<file path="src/common/corebus_pkg.sv">
// shared field widths and command codes for the write-packing bus stage
// imported by every packer block and by the testbench
package corebus_pkg;

  // command kind field
  localparam int CMD_W = 2;

  // request address
  localparam int ADDR_W = 32;

  // write data beat
  localparam int DATA_W = 32;

  // burst length field, holds beats minus one
  localparam int LEN_W = 4;

  // command kinds, only writes carry data beats
  localparam logic [CMD_W-1:0] CMD_READ  = 2'd0;
  localparam logic [CMD_W-1:0] CMD_WRITE = 2'd1;
  localparam logic [CMD_W-1:0] CMD_FLUSH = 2'd2;

  // longest burst in beats, one full length field
  localparam int MAX_BURST = 1 << LEN_W;

endpackage

</file>
<file path="src/logic/command_fifo.sv">
// show-ahead FIFO for command kind, address and length
// head entry is valid one cycle after its push, pop takes it in the same cycle
`timescale 1ns/1ps
module command_fifo #(
  parameter int DEPTH = 4
) (
  input  logic                           i_clk,
  input  logic                           i_rst_n,
  input  logic                           i_clear,
  input  logic                           i_push,
  input  logic [corebus_pkg::CMD_W-1:0]  i_cmd,
  input  logic [corebus_pkg::ADDR_W-1:0] i_addr,
  input  logic [corebus_pkg::LEN_W-1:0]  i_len,
  input  logic                           i_pop,
  output logic                           o_valid,
  output logic [corebus_pkg::CMD_W-1:0]  o_cmd,
  output logic [corebus_pkg::ADDR_W-1:0] o_addr,
  output logic [corebus_pkg::LEN_W-1:0]  o_len,
  output logic                           o_empty,
  output logic                           o_full
);
  import corebus_pkg::*;

  localparam int PTR_W = (DEPTH > 1) ? $clog2(DEPTH) : 1;
  localparam int CNT_W = $clog2(DEPTH + 1);

  logic [CMD_W-1:0]  cmd_mem  [DEPTH];
  logic [ADDR_W-1:0] addr_mem [DEPTH];
  logic [LEN_W-1:0]  len_mem  [DEPTH];
  logic [PTR_W-1:0]  wr_ptr;
  logic [PTR_W-1:0]  rd_ptr;
  logic [CNT_W-1:0]  count;
  logic              push_en;
  logic              pop_en;

  assign o_empty = (count == '0);
  assign o_full  = (count == CNT_W'(DEPTH));
  assign o_valid = !o_empty;
  assign push_en = i_push && !o_full; // drop pushes into a full queue
  assign pop_en  = i_pop && o_valid;

  assign o_cmd  = cmd_mem[rd_ptr]; // head shown without a read cycle
  assign o_addr = addr_mem[rd_ptr];
  assign o_len  = len_mem[rd_ptr];

  always_ff @(posedge i_clk, negedge i_rst_n) begin
    if (!i_rst_n) begin
      wr_ptr <= '0;
      rd_ptr <= '0;
      count  <= '0;
    end else if (i_clear) begin
      wr_ptr <= '0;
      rd_ptr <= '0;
      count  <= '0;
    end else begin
      if (push_en) begin
        wr_ptr <= (wr_ptr == PTR_W'(DEPTH - 1)) ? '0 : wr_ptr + PTR_W'(1); // wrap at depth
      end
      if (pop_en) begin
        rd_ptr <= (rd_ptr == PTR_W'(DEPTH - 1)) ? '0 : rd_ptr + PTR_W'(1);
      end
      case ({push_en, pop_en})
        2'b10:   count <= count + CNT_W'(1);
        2'b01:   count <= count - CNT_W'(1);
        default: count <= count; // idle or push and pop together
      endcase
    end
  end

  always_ff @(posedge i_clk) begin
    if (push_en) begin
      cmd_mem[wr_ptr]  <= i_cmd;
      addr_mem[wr_ptr] <= i_addr;
      len_mem[wr_ptr]  <= i_len;
    end
  end

endmodule

</file>
<file path="src/logic/write_data_fifo.sv">
// show-ahead FIFO for write data beats and their last flags
// o_full holds back the input once DEPTH beats are stored
`timescale 1ns/1ps
module write_data_fifo #(
  parameter int DEPTH = 16
) (
  input  logic                           i_clk,
  input  logic                           i_rst_n,
  input  logic                           i_clear,
  input  logic                           i_push,
  input  logic [corebus_pkg::DATA_W-1:0] i_data,
  input  logic                           i_last,
  input  logic                           i_pop,
  output logic                           o_valid,
  output logic [corebus_pkg::DATA_W-1:0] o_data,
  output logic                           o_last,
  output logic                           o_empty,
  output logic                           o_full
);
  import corebus_pkg::*;

  localparam int PTR_W = (DEPTH > 1) ? $clog2(DEPTH) : 1;
  localparam int CNT_W = $clog2(DEPTH + 1);

  logic [DATA_W-1:0] data_mem [DEPTH];
  logic              last_mem [DEPTH];
  logic [PTR_W-1:0]  wr_ptr;
  logic [PTR_W-1:0]  rd_ptr;
  logic [CNT_W-1:0]  count;
  logic              push_en;
  logic              pop_en;

  assign o_empty = (count == '0);
  assign o_full  = (count == CNT_W'(DEPTH));
  assign o_valid = !o_empty;
  assign push_en = i_push && !o_full;
  assign pop_en  = i_pop && o_valid; // pops on an empty queue are ignored

  assign o_data = data_mem[rd_ptr];
  assign o_last = last_mem[rd_ptr];

  always_ff @(posedge i_clk, negedge i_rst_n) begin
    if (!i_rst_n) begin
      wr_ptr <= '0;
      rd_ptr <= '0;
      count  <= '0;
    end else if (i_clear) begin
      wr_ptr <= '0;
      rd_ptr <= '0;
      count  <= '0;
    end else begin
      if (push_en) begin
        wr_ptr <= (wr_ptr == PTR_W'(DEPTH - 1)) ? '0 : wr_ptr + PTR_W'(1);
      end
      if (pop_en) begin
        rd_ptr <= (rd_ptr == PTR_W'(DEPTH - 1)) ? '0 : rd_ptr + PTR_W'(1);
      end
      case ({push_en, pop_en})
        2'b10:   count <= count + CNT_W'(1);
        2'b01:   count <= count - CNT_W'(1);
        default: count <= count;
      endcase
    end
  end

  // beat storage
  always_ff @(posedge i_clk) begin
    if (push_en) begin
      data_mem[wr_ptr] <= i_data;
      last_mem[wr_ptr] <= i_last;
    end
  end

endmodule

</file>
<file path="src/logic/request_slicer.sv">
// two-entry skid register on the command and data channels toward the master
// outputs come from flops, input accepts depend only on each channel's fill level
`timescale 1ns/1ps
module request_slicer (
  input  logic                           i_clk,
  input  logic                           i_rst_n,
  input  logic                           i_cmd_valid,
  input  logic [corebus_pkg::CMD_W-1:0]  i_cmd,
  input  logic [corebus_pkg::ADDR_W-1:0] i_addr,
  input  logic [corebus_pkg::LEN_W-1:0]  i_len,
  input  logic                           i_data_valid,
  input  logic [corebus_pkg::DATA_W-1:0] i_data,
  input  logic                           i_data_last,
  input  logic                           i_cmd_accept,
  input  logic                           i_data_accept,
  output logic                           o_cmd_accept,
  output logic                           o_data_accept,
  output logic                           o_cmd_valid,
  output logic [corebus_pkg::CMD_W-1:0]  o_cmd,
  output logic [corebus_pkg::ADDR_W-1:0] o_addr,
  output logic [corebus_pkg::LEN_W-1:0]  o_len,
  output logic                           o_data_valid,
  output logic [corebus_pkg::DATA_W-1:0] o_data,
  output logic                           o_data_last
);
  import corebus_pkg::*;

  localparam int CMD_PAY_W  = CMD_W + ADDR_W + LEN_W;
  localparam int DATA_PAY_W = DATA_W + 1;
  localparam int PAY_W      = (CMD_PAY_W > DATA_PAY_W) ? CMD_PAY_W : DATA_PAY_W;

  // channel 0 is the command, channel 1 the write data
  logic [1:0]       in_valid;
  logic [1:0]       in_accept;
  logic [1:0]       out_valid;
  logic [1:0]       out_accept;
  logic [PAY_W-1:0] in_pay  [2];
  logic [PAY_W-1:0] out_pay [2];

  assign in_valid   = {i_data_valid, i_cmd_valid};
  assign out_accept = {i_data_accept, i_cmd_accept};
  assign in_pay[0]  = PAY_W'({i_cmd, i_addr, i_len});
  assign in_pay[1]  = PAY_W'({i_data, i_data_last}); // zero padded

  for (genvar ch = 0; ch < 2; ch++) begin : g_channel
    logic [PAY_W-1:0] entry [2];
    logic             wr_ptr;
    logic             rd_ptr;
    logic [1:0]       count;
    logic             push;
    logic             pop;

    assign in_accept[ch] = (count != 2'd2); // room for one more beat
    assign out_valid[ch] = (count != 2'd0);
    assign out_pay[ch]   = entry[rd_ptr];
    assign push          = in_valid[ch] && in_accept[ch];
    assign pop           = out_valid[ch] && out_accept[ch];

    always_ff @(posedge i_clk, negedge i_rst_n) begin
      if (!i_rst_n) begin
        wr_ptr <= 1'b0;
        rd_ptr <= 1'b0;
        count  <= 2'd0;
      end else begin
        if (push) begin
          wr_ptr <= !wr_ptr;
        end
        if (pop) begin
          rd_ptr <= !rd_ptr;
        end
        count <= count + 2'(push) - 2'(pop); // steady state sits at one entry
      end
    end

    always_ff @(posedge i_clk) begin
      if (push) begin
        entry[wr_ptr] <= in_pay[ch];
      end
    end
  end

  assign o_cmd_accept  = in_accept[0];
  assign o_data_accept = in_accept[1];
  assign o_cmd_valid   = out_valid[0];
  assign o_data_valid  = out_valid[1];

  assign {o_cmd, o_addr, o_len}  = out_pay[0][CMD_PAY_W-1:0];
  assign {o_data, o_data_last}   = out_pay[1][DATA_PAY_W-1:0];

endmodule

</file>
<file path="src/packer/packer_control.sv">
// release control between the FIFO heads and the output slicer
// a write leaves only once all its beats are stored, reads and flushes pass at once
`timescale 1ns/1ps
module packer_control #(
  parameter int COMMAND_DEPTH = 4
) (
  input  logic                          i_clk,
  input  logic                          i_rst_n,
  input  logic                          i_clear,
  input  logic                          i_in_last_ack,
  input  logic                          i_cmd_valid,
  input  logic [corebus_pkg::CMD_W-1:0] i_cmd,
  input  logic                          i_data_valid,
  input  logic                          i_data_last,
  input  logic                          i_out_cmd_accept,
  input  logic                          i_out_data_accept,
  output logic                          o_cmd_pop,
  output logic                          o_data_pop,
  output logic                          o_out_cmd_valid,
  output logic                          o_out_data_valid
);
  import corebus_pkg::*;

  // data may run ahead of its commands by a full data FIFO of short packets
  localparam int COUNT_W = $clog2(COMMAND_DEPTH + MAX_BURST + 1);

  logic [COUNT_W-1:0] packet_count;
  logic               cmd_sent;
  logic               data_sent;
  logic               head_write;
  logic               write_ready;
  logic               cmd_ack;
  logic               last_ack;
  logic               write_done;

  assign head_write = i_cmd_valid && (i_cmd == CMD_WRITE);

  // after the command leaves, the head shows the next command, so cmd_sent keeps the write
  assign write_ready = (cmd_sent || head_write) &&
                       ((packet_count != '0) || data_sent);

  always_comb begin
    if (write_ready) begin
      o_out_cmd_valid  = !cmd_sent && i_cmd_valid;
      o_out_data_valid = !data_sent && i_data_valid;
    end else if (i_cmd_valid && !head_write) begin
      o_out_cmd_valid  = 1'b1; // read or flush
      o_out_data_valid = 1'b0;
    end else begin
      o_out_cmd_valid  = 1'b0; // write still collecting beats
      o_out_data_valid = 1'b0;
    end
  end

  assign o_cmd_pop  = o_out_cmd_valid && i_out_cmd_accept;
  assign o_data_pop = o_out_data_valid && i_out_data_accept;

  assign cmd_ack    = o_cmd_pop && head_write;
  assign last_ack   = o_data_pop && i_data_last;
  assign write_done = (cmd_ack && last_ack) ||
                      (cmd_ack && data_sent) ||
                      (cmd_sent && last_ack);

  // complete packets waiting in the data FIFO
  always_ff @(posedge i_clk, negedge i_rst_n) begin
    if (!i_rst_n) begin
      packet_count <= '0;
    end else if (i_clear) begin
      packet_count <= '0;
    end else if (i_in_last_ack && !last_ack) begin
      packet_count <= packet_count + COUNT_W'(1);
    end else if (!i_in_last_ack && last_ack) begin
      packet_count <= packet_count - COUNT_W'(1);
    end
  end

  always_ff @(posedge i_clk, negedge i_rst_n) begin
    if (!i_rst_n) begin
      cmd_sent  <= 1'b0;
      data_sent <= 1'b0;
    end else if (i_clear || write_done) begin
      cmd_sent  <= 1'b0;
      data_sent <= 1'b0;
    end else begin
      if (cmd_ack) begin
        cmd_sent <= 1'b1;
      end
      if (last_ack) begin
        data_sent <= 1'b1;
      end
    end
  end

endmodule

</file>
<file path="src/packer/corebus_packer.sv">
// write-packing stage, buffers commands and write data and releases complete writes
// set COMMAND_DEPTH and DATA_DEPTH here, they are passed down to the FIFOs and control
`timescale 1ns/1ps
module corebus_packer #(
  parameter int COMMAND_DEPTH = 4,
  parameter int DATA_DEPTH    = corebus_pkg::MAX_BURST
) (
  input  logic                           i_clk,
  input  logic                           i_rst_n,
  input  logic                           i_clear,
  output logic [1:0]                     o_fifo_empty,
  output logic [1:0]                     o_fifo_full,
  input  logic                           i_mcmd_valid,
  input  logic [corebus_pkg::CMD_W-1:0]  i_mcmd,
  input  logic [corebus_pkg::ADDR_W-1:0] i_maddr,
  input  logic [corebus_pkg::LEN_W-1:0]  i_mlength,
  output logic                           o_scmd_accept,
  input  logic                           i_mdata_valid,
  input  logic [corebus_pkg::DATA_W-1:0] i_mdata,
  input  logic                           i_mdata_last,
  output logic                           o_sdata_accept,
  output logic                           o_mcmd_valid,
  output logic [corebus_pkg::CMD_W-1:0]  o_mcmd,
  output logic [corebus_pkg::ADDR_W-1:0] o_maddr,
  output logic [corebus_pkg::LEN_W-1:0]  o_mlength,
  input  logic                           i_scmd_accept,
  output logic                           o_mdata_valid,
  output logic [corebus_pkg::DATA_W-1:0] o_mdata,
  output logic                           o_mdata_last,
  input  logic                           i_sdata_accept
);
  import corebus_pkg::*;

  logic              cmd_push;
  logic              data_push;
  logic              in_last_ack;
  logic              cmd_head_valid;
  logic [CMD_W-1:0]  cmd_head;
  logic [ADDR_W-1:0] addr_head;
  logic [LEN_W-1:0]  len_head;
  logic              data_head_valid;
  logic [DATA_W-1:0] data_head;
  logic              data_head_last;
  logic              cmd_pop;
  logic              data_pop;
  logic              slice_cmd_valid;
  logic              slice_data_valid;
  logic              slice_cmd_accept;
  logic              slice_data_accept;

  assign o_scmd_accept  = !o_fifo_full[0];
  assign o_sdata_accept = !o_fifo_full[1];
  assign cmd_push       = i_mcmd_valid && o_scmd_accept;
  assign data_push      = i_mdata_valid && o_sdata_accept;
  assign in_last_ack    = data_push && i_mdata_last; // one packet fully stored

  command_fifo #(
    .DEPTH (COMMAND_DEPTH)
  ) u_command_fifo (
    .i_clk   (i_clk),
    .i_rst_n (i_rst_n),
    .i_clear (i_clear),
    .i_push  (cmd_push),
    .i_cmd   (i_mcmd),
    .i_addr  (i_maddr),
    .i_len   (i_mlength),
    .i_pop   (cmd_pop),
    .o_valid (cmd_head_valid),
    .o_cmd   (cmd_head),
    .o_addr  (addr_head),
    .o_len   (len_head),
    .o_empty (o_fifo_empty[0]),
    .o_full  (o_fifo_full[0])
  );

  write_data_fifo #(
    .DEPTH (DATA_DEPTH)
  ) u_write_data_fifo (
    .i_clk   (i_clk),
    .i_rst_n (i_rst_n),
    .i_clear (i_clear),
    .i_push  (data_push),
    .i_data  (i_mdata),
    .i_last  (i_mdata_last),
    .i_pop   (data_pop),
    .o_valid (data_head_valid),
    .o_data  (data_head),
    .o_last  (data_head_last),
    .o_empty (o_fifo_empty[1]),
    .o_full  (o_fifo_full[1])
  );

  packer_control #(
    .COMMAND_DEPTH (COMMAND_DEPTH)
  ) u_packer_control (
    .i_clk             (i_clk),
    .i_rst_n           (i_rst_n),
    .i_clear           (i_clear),
    .i_in_last_ack     (in_last_ack),
    .i_cmd_valid       (cmd_head_valid),
    .i_cmd             (cmd_head),
    .i_data_valid      (data_head_valid),
    .i_data_last       (data_head_last),
    .i_out_cmd_accept  (slice_cmd_accept),
    .i_out_data_accept (slice_data_accept),
    .o_cmd_pop         (cmd_pop),
    .o_data_pop        (data_pop),
    .o_out_cmd_valid   (slice_cmd_valid),
    .o_out_data_valid  (slice_data_valid)
  );

  request_slicer u_request_slicer (
    .i_clk         (i_clk),
    .i_rst_n       (i_rst_n),
    .i_cmd_valid   (slice_cmd_valid),
    .i_cmd         (cmd_head),
    .i_addr        (addr_head),
    .i_len         (len_head),
    .i_data_valid  (slice_data_valid),
    .i_data        (data_head),
    .i_data_last   (data_head_last),
    .i_cmd_accept  (i_scmd_accept),
    .i_data_accept (i_sdata_accept),
    .o_cmd_accept  (slice_cmd_accept),
    .o_data_accept (slice_data_accept),
    .o_cmd_valid   (o_mcmd_valid),
    .o_cmd         (o_mcmd),
    .o_addr        (o_maddr),
    .o_len         (o_mlength),
    .o_data_valid  (o_mdata_valid),
    .o_data        (o_mdata),
    .o_data_last   (o_mdata_last)
  );

endmodule

</file>
<file path="config.mk">
export PLATFORM = sky130hd
export DESIGN_NAME = corebus_packer
export DESIGN_NICKNAME = d
export VERILOG_FILES = /design/src/common/corebus_pkg.sv /design/src/logic/command_fifo.sv /design/src/logic/write_data_fifo.sv /design/src/logic/request_slicer.sv /design/src/packer/packer_control.sv /design/src/packer/corebus_packer.sv
export SDC_FILE = /design/constraint.sdc
export NUM_CORES = 1
export LEC_CHECK = 0
export BUFFER_PORTS_ARGS = -buffer_cell sky130_fd_sc_hd__buf_4
export CAP_MARGIN = 10
export CORE_MARGIN = 5
export CORE_UTILIZATION = 35
export DETAILED_ROUTE_END_ITERATION = 16
export HOLD_SLACK_MARGIN = 0.12
export PLACE_DENSITY_LB_ADDON = 0.2
export SETUP_SLACK_MARGIN = 0.3
export SYNTH_ARGS = -nofsm -noshare
export SYNTH_HDL_FRONTEND = slang
export SYNTH_SLANG_ARGS = --single-unit
</file>
<file path="constraint.sdc">
create_clock -name i_clk -period 5.43 [get_ports i_clk]
set_clock_uncertainty 0.2 [all_clocks]
set_input_delay 1.086 -clock i_clk [delete_from_list [all_inputs] [get_ports i_clk]]
set_output_delay 1.086 -clock i_clk [all_outputs]
set_load 0.005 [all_outputs]
</file>
==> summary.md, run 1 <==
| Metric | Value |
|---|---|
| Placed Cells incl. Taps | `2801` |
| Status | `finished clean` |
| Reg area | `0.02557 sq mm` |
| Crit Path Class | `flip-flop to flip-flop` |
| Register area share after synthesis | `0.7815` |
| Clk sinks | `857` |
| Htree depth | `3` |
| Synthesized area | `0.03270 sq mm` |
| Core Region | `0.09305 sq mm` |
| # IOs | `157` |
| Layout net count | `1741` |
| Pin count of the biggest net entering global routing | `53` |
| # port buffers | `156` |
| Layout cell share with drive strength beyond 1 | `0.3779` |
| Final-report max-slew violation count | `0` |
| Die ar. | `0.09965 sq mm` |
| Min Tclk post-route | `4019 ps` |
| Final GP Congestion | `0.7052` |
| Synth Flop Type | `edfxtp_1` |
| Post-DP HPWL | `39980 um` |
| Worst VDD drop | `0.2214 mV` |
| Top cells by area, synth | `edfxtp_1, mux4_2, dfrtp_1, mux2_2, ha_1` |
| Root Buffer | `clkbuf_16` |
| Max cap viols | `0` |
| Final setup viols | `0` |
| # rows | `112` |
| CP Launch Type | `flip-flop` |
| Total gr overflow | `0` |
| Post-CTS Hold Fix Bufs | `0` |
| CTS Buf Count | `92` |
| Syn Inst Count | `1417` |
| Starting Density | `0.3515` |
| Clk buf depth | `3` |
| Syn Area/Cell | `23.08 sq um` |
| Post-synth EDFFs | `822` |
| Rel. slew slack | `0.2691` |
| First-pass GRT wire length | `105500 um` |
| Detailed-route DRC error count | `0` |
| 1st-iter DRT viols | `985` |
| Cell variety after synth | `50` |
| Period utilization | `0.7401` |
| Worst path required time | `5750 ps` |
| Area leader, netlist | `edfxtp_1` |
| Vias | `14650` |
| Pwr dens | `423.8 mW/mm^2` |
| CTS tree | `built` |
| Initial antenna violation count | `4` |
| Placed instance area | `0.03561 sq mm` |
| Final hold violation count | `0` |
| DR pass1 iterations | `5` |
| Post-synth ARST share | `0.04084` |
| Antenna-violating nets left | `0` |
| Final Cell Area | `0.03853 sq mm` |
| Slew @ Worst Pin | `1096 ps` |
| Clk slew on worst S/H paths | `70 ps` |
| Hold WS | `190.2 ps` |
| Routed wire length per instance | `24.28 um` |
| Worst hold path type | `input pin to async pin` |
| Power, Total | `0.01633 W` |
| Post_cts resized | `0` |
| LEAKAGE | `12.29 nW` |
| Max Clock Freq | `248.8 MHz` |
| Syn Nets | `1517` |
| Vias in the first global route | `15530` |
| Crit path DAT | `4340 ps` |
| Fillers | `8221` |
| Drt total wl | `71950 um` |
| Crit path capture type | `flip-flop` |
| RSZ-0062 raised after global routing | `false` |
| GRT Total Usage | `0.1437` |
| Total negative slack | `0 ps` |
| #FFs+latches synth | `857` |
| Vias per cell | `4.943` |
| Die height | `315.7 um` |
| Area Overhead vs Synth | `17.82%` |
| Yosys top cell area share | `0.7548` |
| Non-filler instance count after layout | `2963` |
| Chip width | `315.7 um` |
| Crit Path Max Fanout | `32` |
| Footprint of the multi-input gates | `0.006928 sq mm` |
| Yosys Warn Count | `0` |
| Post-CTS setup buffer count | `0` |
| Worst-skew pair later-pin latency | `650 ps` |
path summary, 6_finish.rpt:
check,end,startpoint,cells past startpoint,slack (ps)
max,u_packer_control.packet_count[4],u_write_data_fifo.rd_ptr[0],10,1410
min,u_request_slicer.g_channel[0].count[1],i_rst_n,1,190
min in group i_clk,u_request_slicer.g_channel[0].rd_ptr,u_request_slicer.g_channel[0].rd_ptr,1,280
max reg2reg,u_packer_control.packet_count[4],u_write_data_fifo.rd_ptr[0],10,1410
max in group asynchronous,u_write_data_fifo.rd_ptr[0],i_rst_n,1,4420
min reg2reg,u_request_slicer.g_channel[0].rd_ptr,u_request_slicer.g_channel[0].rd_ptr,1,280
metrics by stage:
stage | util | setup WS (ps)
finish | 0.4141 | 1411
global route | 0.4140 | 1166
CTS | 0.4140 | 1381
detailed placement | 0.3827 | 1381
global placement | 0.3827 | 1400
floorplan | - | 679.4
cell type report:
| cell class | count | share of cell area |
|---|---|---|
| sequential | 857 | 0.6637 |
| antenna | 2 | 0.0001299 |
| inverter | 16 | 0.001624 |
| clock buffer | 104 | 0.06147 |
| multi-input combinational | 477 | 0.1798 |
| timing repair buffer | 197 | 0.03838 |
| clock inverter | 56 | 0.01422 |
| tap | 1254 | 0.04072 |
state kept, by name, summed over array words and instances (netlist names):
register and flops:
u_command_fifo.count 3, u_request_slicer.g_channel.rd_ptr 2, u_command_fifo.rd_ptr 2, u_request_slicer.g_channel.count 4, u_request_slicer.g_channel.entry 142, u_write_data_fifo.wr_ptr 4, u_write_data_fifo.data_mem 512, u_command_fifo.len_mem 16
u_write_data_fifo.rd_ptr 4, u_packer_control.data_sent 1, u_packer_control.cmd_sent 1, u_command_fifo.wr_ptr 2, u_command_fifo.addr_mem 128, u_command_fifo.cmd_mem 8, u_request_slicer.g_channel.wr_ptr 2, u_write_data_fifo.last_mem 16
u_packer_control.packet_count 5, u_write_data_fifo.count 5
per-layer routing:
metal	GRT usage	vias to the layer above	part of all wire
met5	0	-	0.00017
met3	0.03140	90	0.051
met1	0.1972	7889	0.44
met4	0.03204	2	0.015
li1	-	6357	-
met2	0.2381	308	0.50
logic make-up after synthesis:
kind of cell,count (synthesis),share of synthesized area
buffers and inverters,83,0.01087
DFF,857,0.7815
and+or+nand+nor,114,0.01760
adders and majority gates,22,0.008876
AOI/OAI and AO/OA,40,0.008532
xor gates and xnor gates,19,0.005318
muxes,282,0.1673
placed cells by master (no fill, tap or decap), types with 11 or more instances in the layout:
master     instances
mux4_2           204
edfxtp_1         822
ha_1              20
clkinv_1          25
clkbuf_1          11
inv_1             14
buf_4            197
nor2_1            20
a21oi_1           20
nor2_4            15
clkbuf_16         93
mux2_2            72
dfrtp_1           29
clkinv_2          15
nand2_1           24
Yosys cell counts, drive strengths merged, types with 2 or more instances:
| cell type | number |
|---|---|
| and2b | 2 |
| nand2b | 3 |
| nor3 | 14 |
| nor2 | 35 |
| ha | 20 |
| nand2 | 24 |
| mux4 | 204 |
| a21o | 3 |
| or3 | 3 |
| nand3 | 6 |
| inv | 16 |
| fa | 2 |
| nor2b | 5 |
| mux2 | 73 |
| clkbuf | 35 |
| xor2 | 8 |
| nor4 | 4 |
| or2 | 3 |
| xnor2 | 11 |
| a21oi | 22 |
| buf | 32 |
| dfrtp | 35 |
| a31oi | 2 |
| nor3b | 2 |
| and2 | 10 |
| mux2i | 5 |
| edfxtp | 822 |
| o21ai | 5 |
worst max-delay path, cell delays in order (launching register included):
cell and delay [ps]:
dfrtp_4 810, mux4_2 570, mux4_2 610, a21oi_4 270, inv_2 120, fa_1 420, a21o_1 190, a21oi_1 210
and4_1 250, o21ai_1 80, nor3b_2 150
power by group:
group / internal (W) / switching (W)
registers: 0.00783 / 0.000185
logic: 0.00110 / 0.00113
clock network: 0.00355 / 0.00252
No activity file was read; power rests on OpenSTA's default activity.
==> run 2: changes to the inputs <==
- ABC_AREA: default -> 1
- clock period: 5.43 -> 4 ns (I/O delays scaled with it)
==> run 2 against run 1 <==
  * Utilization increased by 0.36 points
  * Cell area increased by 2.8%
  * Largest power group unchanged
  * Highest routed layer unchanged
  * Sequential share of layout area decreased by 1.8 points
  * Synthesized area increased by 2.0%
  * Non-clock buffer count increased by 45
  * Synthesized cell count increased by 76%
  * Largest cell class unchanged
==> summary.md, run 2 <==
| Metric | Value |
|---|---|
| Status | `finished clean` |
| R2R Setup Slk | `800 ps (-610 ps)` |
| Yosys Warn Count | `0 (unchanged)` |
| Number of flip-flops under the largest register name | `512 (unchanged)` |
| Final setup viols | `0 (unchanged)` |
| Core Region | `0.09487 sq mm (+2.0%)` |
| Worst-skew pair later-pin latency | `670 ps (+20 ps)` |
| Htree depth | `3 (unchanged)` |
| Most frequent cell after synthesis | `edfxtp_1` |
| CTS Buf Count | `94 (+2.2%)` |
| Fillers | `8614 (+4.8%)` |
| Worst Hold End | `u_command_fifo.addr_mem[0][10]` |
| Worst reg2reg endpoint | `u_request_slicer.g_channel[1].entry[0][19]` |
| Crit Path Class | `flip-flop to output pin` |
| GRT Total Usage | `0.1668 (+0.02315)` |
| Chip width | `318.8 um (+0.98%)` |
| Power, Total | `0.02613 W (+60%)` |
| Yosys top cell area share | `0.7397 (-0.01503)` |
| Total negative slack | `0 ps (unchanged)` |
| Crit path buf inv count | `3 (+2)` |
| CTS tree | `built` |
| Largest Register | `u_write_data_fifo.data_mem` |
| Final hold violation count | `0 (unchanged)` |
| Layout cell share with drive strength beyond 1 | `0.1464 (-0.2314)` |
| # rows | `113 (+0.89%)` |
| #FFs+latches synth | `857 (unchanged)` |
| RSZ-0062 raised after global routing | `false` |
| Syn Nets | `2599 (+71%)` |
| Vias | `20730 (+42%)` |
| Max Clock Freq | `306.8 MHz` |
| Final GP Congestion | `0.7724 (+9.5%)` |
| 1st-iter DRT viols | `1730 (+76%)` |
| LEAKAGE | `13.70 nW (+12%)` |
| Biggest regs | `u_write_data_fifo.data_mem x512, u_request_slicer.g_channel.entry x142, u_command_fifo.addr_mem x128` |
| Area leader, netlist | `edfxtp_1` |
| Critical path's slowest cell | `buf_4` |
| Antenna-violating nets left | `0 (unchanged)` |
| Vias per cell | `5.137 (+3.9%)` |
| Period utilization | `0.8149` |
| Max cap viols | `0 (unchanged)` |
| CP Cell Sequence | `inv_1, buf_4, nand2_1, nand2_1, buf_4` |
| Root Buffer | `clkbuf_16` |
| Crit path capture type | `output pin` |
| Worst reg2reg path depth | `6 (-4)` |
| Min Tclk post-route | `3260 ps` |
| Register area share after synthesis | `0.7660 (-0.01556)` |
| Syn Inst Count | `2499 (+76%)` |
| Total gr overflow | `0 (unchanged)` |
| Most frequent cells in the layout | `edfxtp_1, nand2_1, nor2_1` |
| Rel. slew slack | `0.1933 (-0.07583)` |
| Post-synth EDFFs | `822 (unchanged)` |
| Area Overhead vs Synth | `18.76%` |
| Worst VDD drop | `0.4805 mV (+120%)` |
| Routed wire length per instance | `21.58 um (-11%)` |
| Initial antenna violation count | `6 (+2)` |
| Commonest cells post-synth | `edfxtp_1, nand2_1, nor2_1` |
| Worst path required time | `3000 ps (-2750 ps)` |
| # port buffers | `156 (unchanged)` |
| Top cells by area, synth | `edfxtp_1, o21ai_0, nand2_1, nor2_1, dfrtp_1` |
| Post-synth ARST share | `0.04084 (unchanged)` |
| Crit path DAT | `2260 ps (-2080 ps)` |
| Worst hold path type | `input pin to flip-flop` |
| Syn Area/Cell | `13.35 sq um (-42%)` |
| Critical Path Start | `u_request_slicer.g_channel[0].rd_ptr` |
| DR pass1 iterations | `5 (unchanged)` |
| Clk slew on worst S/H paths | `60 ps (about the same)` |
| First-pass GRT wire length | `130800 um (+24%)` |
| Final-report max-slew violation count | `0 (unchanged)` |
| Vias in the first global route | `21030 (+35%)` |
| Hold Path Stages | `1` |
| Die ar. | `0.1016 sq mm (+2.0%)` |
| Synth Flop Type | `edfxtp_1` |
| Starting Density | `0.3517 (about the same)` |
| Drt total wl | `87110 um (+21%)` |
| Cell variety after synth | `40 (-20%)` |
| Pin count of the biggest net entering global routing | `112 (+110%)` |
| Clk sinks | `857 (unchanged)` |
| # IOs | `157 (unchanged)` |
| Most common cell after layout, fill and taps aside | `edfxtp_1` |
| CP Launch Type | `flip-flop` |
| Pwr dens | `659.5 mW/mm^2 (+56%)` |
| Die height | `318.8 um (+0.98%)` |
| Slew @ Worst Pin | `1210 ps (+113.7 ps)` |
| Crit Path Max Fanout | `29 (-9.4%)` |
| HP Start | `i_maddr[10]` |
| Post-DP HPWL | `47280 um (+18%)` |
| Critical path's top delay family | `buffers and inverters` |
| Crit path largest cell delay | `470 ps (-340 ps)` |
| Synthesized area | `0.03337 sq mm (+2.0%)` |
| Clk buf depth | `3 (unchanged)` |
| R2R Path Start | `u_write_data_fifo.rd_ptr[0]` |
| Detailed-route DRC error count | `0 (unchanged)` |
| Layout net count | `2789 (+60%)` |
==> run 2: cell count changes in the layout (fill, tap and decap cells not counted), sizes merged, moves of 14 or more <==
cell and delta:
clkbuf +14, dlygate4sd3 +33, inv +47, mux2 -73, mux4 -204, nand2 +351
nand3 +81, nor2 +334, o211ai +18, o21ai +344, o221ai +48, o22ai +117
==> run 2: layer usage <==
metal / share of wire / GRT usage / vias up
met2: 0.50 / 0.2877 / 552
met5: 0.00015 / 0 / -
met3: 0.056 / 0.03393 / 153
met4: 0.029 / 0.05617 / 2
met1: 0.41 / 0.2114 / 10500
li1: - / - / 9521
==> run 2: cell families after synthesis <==
family / Yosys count / share of synthesized area
buffers and inverters: 217 / 0.02569
AOI/OAI and AO/OA: 549 / 0.09520
DFF: 857 / 0.7660
and+or+nand+nor: 845 / 0.1021
adders and majority gates: 22 / 0.008699
xor gates and xnor gates: 9 / 0.002362
==> run 2: worst max-delay path by stage <==
| stage | to | cells past startpoint |
|---|---|---|
| 2_1_floorplan | u_request_slicer.g_channel[0].entry[1][0] | 5 |
| 3_3_place_gp | u_packer_control.packet_count[4] | 14 |
| 3_5_place_dp | u_request_slicer.g_channel[1].entry[1][27] | 6 |
| 4_1_cts | o_mdata[18] | 5 |
| 5_1_grt | u_request_slicer.g_channel[1].entry[1][11] | 6 |
| 6_report | o_maddr[13] | 5 |
==> run 2: timing repair <==
action | 4_1_cts | 5_1_grt
gates resized for setup | 0 | 1
hold endpoints to repair | 147 | 0
endpoints found under the setup margin | 0 | 1
hold buffers | 33 | 0
setup buffers | 0 | 0
==> run 2: metrics by stage <==
stage / util / hold WS, ps / area, sq um / std cells / setup WS (ps)
final: 0.4177 / 170.5 / 39630 / 4036 / 740.3
after global routing: 0.4176 / 134.2 / 39620 / 4032 / 542.2
after CTS: 0.4175 / 126.2 / 39610 / 4031 / 332.5
after detailed placement: 0.3814 / 329.0 / 36180 / 3825 / 846.6
after global placement: 0.3814 / 305.1 / 36180 / 3825 / 960.3
after floorplan: - / 277.1 / 33370 / 2499 / 723.2
==> run 2: worst register-to-register path, stage by stage (launching register included) <==
cell      delay, ps
dfrtp_4         510
buf_4           900
buf_4           750
o21ai_0         200
o221ai_1        240
nand3_1         120
nand3_1         130
==> run 2: area by class of cell <==
class / count / area [sq um] / share of cell area
Antenna cell: 5 / 12.51 / 0.0003157
Tap cell: 1265 / 1583 / 0.03994
Clock inverter: 55 / 616.8 / 0.01557
Timing Repair Buffer: 242 / 1949 / 0.04919
Inverter: 69 / 274.0 / 0.006915
Clock buffer: 118 / 2484 / 0.06267
Sequential cell: 857 / 25570 / 0.6452
Multi-Input combinational cell: 1425 / 7139 / 0.1802
==> run 2: power by group <==
| group | internal, W | total [W] | leakage (nW) | switching, W |
|---|---|---|---|---|
| Combinational | 0.00192 | 0.00605 | 4.30 | 0.00413 |
| Sequential | 0.0111 | 0.0114 | 7.91 | 0.000312 |
| Clock | 0.00513 | 0.00865 | 1.50 | 0.00352 |
| Total | 0.0182 | 0.0261 | 13.7 | 0.00797 |
==> run 3: changes to the inputs <==
- clock period: 4 -> 3.3 ns (I/O delays scaled with it)
==> run 3 against run 2 <==
  * Setup slack lost 290 ps
  * Combinational power rose by 23%
  * Count of clock-buffer cells in the layout is the same
  * Via count increased by 0.59%
  * Register-to-register slack worse by 240 ps
  * Sequential cell count unchanged
  * Non-clock buffer count is 51 higher
  * Sequential share of layout area is 0.90 points lower
  * Utilization grew 0.60 points
  * Sequential power is 21% higher
  * Global-route usage down 0.27 points
  * Critical path type unchanged
==> summary.md, run 3 (synthesized netlist as in run 2, its figures left out) <==
| Metric | Value |
|---|---|
| Status | `finished clean` |
| Largest Register | `u_write_data_fifo.data_mem` |
| Reg area | `0.02557 sq mm (about the same)` |
| Crit path DAT | `1990 ps (-270 ps)` |
| Clk buf depth | `3 (unchanged)` |
| Worst VDD drop | `0.4905 mV (+2.1%)` |
| Area Overhead vs Synth | `20.45%` |
| Biggest regs | `u_write_data_fifo.data_mem x512, u_request_slicer.g_channel.entry x142, u_command_fifo.addr_mem x128` |
| Period utilization | `0.8650` |
| Final setup viols | `0 (unchanged)` |
| CTS tree | `built` |
| Die ar. | `0.1016 sq mm (unchanged)` |
| Switching fraction of total power | `0.3025 (-0.002342)` |
| LEAKAGE | `13.93 nW (+1.7%)` |
| Routed wire length per instance | `21.11 um (-2.2%)` |
| First-pass GRT wire length | `129500 um (-0.98%)` |
| Vias in the first global route | `21270 (+1.1%)` |
| Final hold violation count | `0 (unchanged)` |
| Non-filler instance count after layout | `4084 (+1.2%)` |
| Worst hold path type | `input pin to flip-flop` |
| Fillers | `8635 (+0.24%)` |
| Rel. slew slack | `0.3307 (+0.1374)` |
| Most frequent cells in the layout | `edfxtp_1, nand2_1, nor2_1` |
| Antenna-violating nets left | `0 (unchanged)` |
| Max Clock Freq | `350.3 MHz` |
| Detailed-route DRC error count | `0 (unchanged)` |
| Clk sinks | `857 (unchanged)` |
| Reg power frac | `0.441 (+0.004)` |
| CP Launch Type | `flip-flop` |
| Net switching power | `0.009493 W (+19%)` |
| Chip width | `318.8 um (unchanged)` |
| Total gr overflow | `0 (unchanged)` |
| DP Worst Slack | `375.1 ps (-471.5 ps)` |
| Die height | `318.8 um (unchanged)` |
| Root Buffer | `clkbuf_16` |
| Vias per cell | `5.107 (-0.59%)` |
| Internal power | `0.02189 W (+20%)` |
| DR pass1 iterations | `6 (+1)` |
| Initial antenna violation count | `8 (+2)` |
| GRT Total Usage | `0.1641 (-0.002727)` |
| RSZ-0062 raised after global routing | `false` |
| Slew @ Worst Pin | `1004 ps (-206.2 ps)` |
| Footprint of the multi-input gates | `0.007146 sq mm (about the same)` |
| Clock power frac | `0.321 (-0.010)` |
| Worst-skew pair later-pin latency | `650 ps (-20 ps)` |
| Pin count of the biggest net entering global routing | `216 (+93%)` |
| Logic pwr share | `0.238 (+0.006)` |
| Core Region | `0.09487 sq mm (unchanged)` |
| Crit path capture type | `output pin` |
| Layout cell share with drive strength beyond 1 | `0.1472 (+0.0008053)` |
| Placed Cells incl. Taps | `3834 (+0.24%)` |
| Placed instance area | `0.03644 sq mm (+0.71%)` |
| CTS Buf Count | `92 (-2.1%)` |
| Post-DP HPWL | `46400 um (-1.8%)` |
| Layout net count | `2838 (+1.8%)` |
| Hold WS | `204.3 ps (+33.80 ps)` |
| Crit Path Class | `flip-flop to output pin` |
| Total negative slack | `0 ps (unchanged)` |
| 1st-iter DRT viols | `1495 (-14%)` |
| Worst path required time | `2440 ps (-560 ps)` |
| Number of flip-flops under the largest register name | `512 (unchanged)` |
| Starting Density | `0.3517 (unchanged)` |
| # port buffers | `156 (unchanged)` |
| Vias | `20860 (+0.59%)` |
| Final GP Congestion | `0.7847 (+1.6%)` |
| Final Cell Area | `0.04019 sq mm (+1.4%)` |
| Htree depth | `3 (unchanged)` |
| Clk slew on worst S/H paths | `60 ps (about the same)` |
| Most common cell after layout, fill and taps aside | `edfxtp_1` |
| # rows | `113 (unchanged)` |
| Max cap viols | `0 (unchanged)` |
| Final Worst Setup Slack | `445.4 ps (-294.9 ps)` |
| # IOs | `157 (unchanged)` |
| Min Tclk post-route | `2855 ps` |
| Crit Path Max Fanout | `39 (+34%)` |
| Final-report max-slew violation count | `0 (unchanged)` |
| Drt total wl | `86200 um (-1.0%)` |
| Pwr dens | `780.9 mW/mm^2 (+18%)` |
-- run 3: changes by cell type in the layout (fill, tap and decap cells not counted), moves of 2 or more --
cell and delta:
buf_12 +15, buf_4 -5, clkbuf_8 +2, diode_2 +2
dlygate4sd3_1 +40, clkinv_2 +5, bufinv_16 -2, clkinvlp_4 -5
-- run 3: final timing paths --
kind	from	to	slack (ps)	depth (start not counted)
worst min-delay path	i_sdata_accept	u_request_slicer.g_channel[1].rd_ptr	200	3
min in group asynchronous	i_rst_n	u_request_slicer.g_channel[0].rd_ptr	330	2
max in group asynchronous	i_rst_n	u_write_data_fifo.rd_ptr[1]	2170	2
worst max register to register	u_command_fifo.rd_ptr[1]	u_packer_control.packet_count[4]	560	15
worst min register to register	u_write_data_fifo.count[3]	u_write_data_fifo.count[3]	330	2
worst max-delay path	u_request_slicer.g_channel[0].rd_ptr	o_maddr[13]	450	5
-- run 3: per-stage QoR --
step,power (W),utilization
after floorplan,0.01826,-
after global placement,0.02136,0.3841
after detailed placement,0.02159,0.3841
after CTS,0.03181,0.4232
after global routing,0.03301,0.4235
final,0.03139,0.4237
-- run 3: final cells by class --
| cell class | count | share of cell area |
|---|---|---|
| clock inverter | 50 | 0.01261 |
| inverter | 69 | 0.006755 |
| multi-input combinational | 1425 | 0.1778 |
| antenna | 7 | 0.0004358 |
| tap | 1265 | 0.03938 |
| clock buffer | 118 | 0.06151 |
| sequential | 857 | 0.6362 |
| timing repair buffer | 293 | 0.06534 |
-- run 3: timing repair --
| item | in CTS | in global routing |
|---|---|---|
| hold buffers | 73 | 0 |
| gates resized for setup | 1 | 2 |
| setup endpoints to repair | 31 | 1 |
| buffers inserted | 0 | 2 |
| hold endpoints to repair | 699 | 0 |
-- run 3: metal layers --
layer	vias up	GRT usage	share of wire
li1	9633	-	-
met1	10500	0.2115	0.42
met2	566	0.2789	0.49
met3	154	0.03057	0.053
met4	2	0.05967	0.032
met5	-	0	0.00015
-- run 3: power by group through the flow --
| stage | logic, W | registers [W] | clock network, W |
|---|---|---|---|
| 4_1_cts | 0.00763 | 0.0138 | 0.0103 |
| 5_1_grt | 0.00830 | 0.0139 | 0.0108 |
| 2_1_floorplan | 0.00431 | 0.0140 | 0 |
| 3_5_place_dp | 0.00753 | 0.0141 | 0 |
| 3_3_place_gp | 0.00734 | 0.0140 | 0 |
| 6_report | 0.00745 | 0.0138 | 0.0101 |
-- run 3: critical path, cell delays in order, from the launching register on --
cell and delay (ps):
dfrtp_1 380, inv_1 50, buf_4 480, nand2_1 110, nand2_1 170, buf_4 140
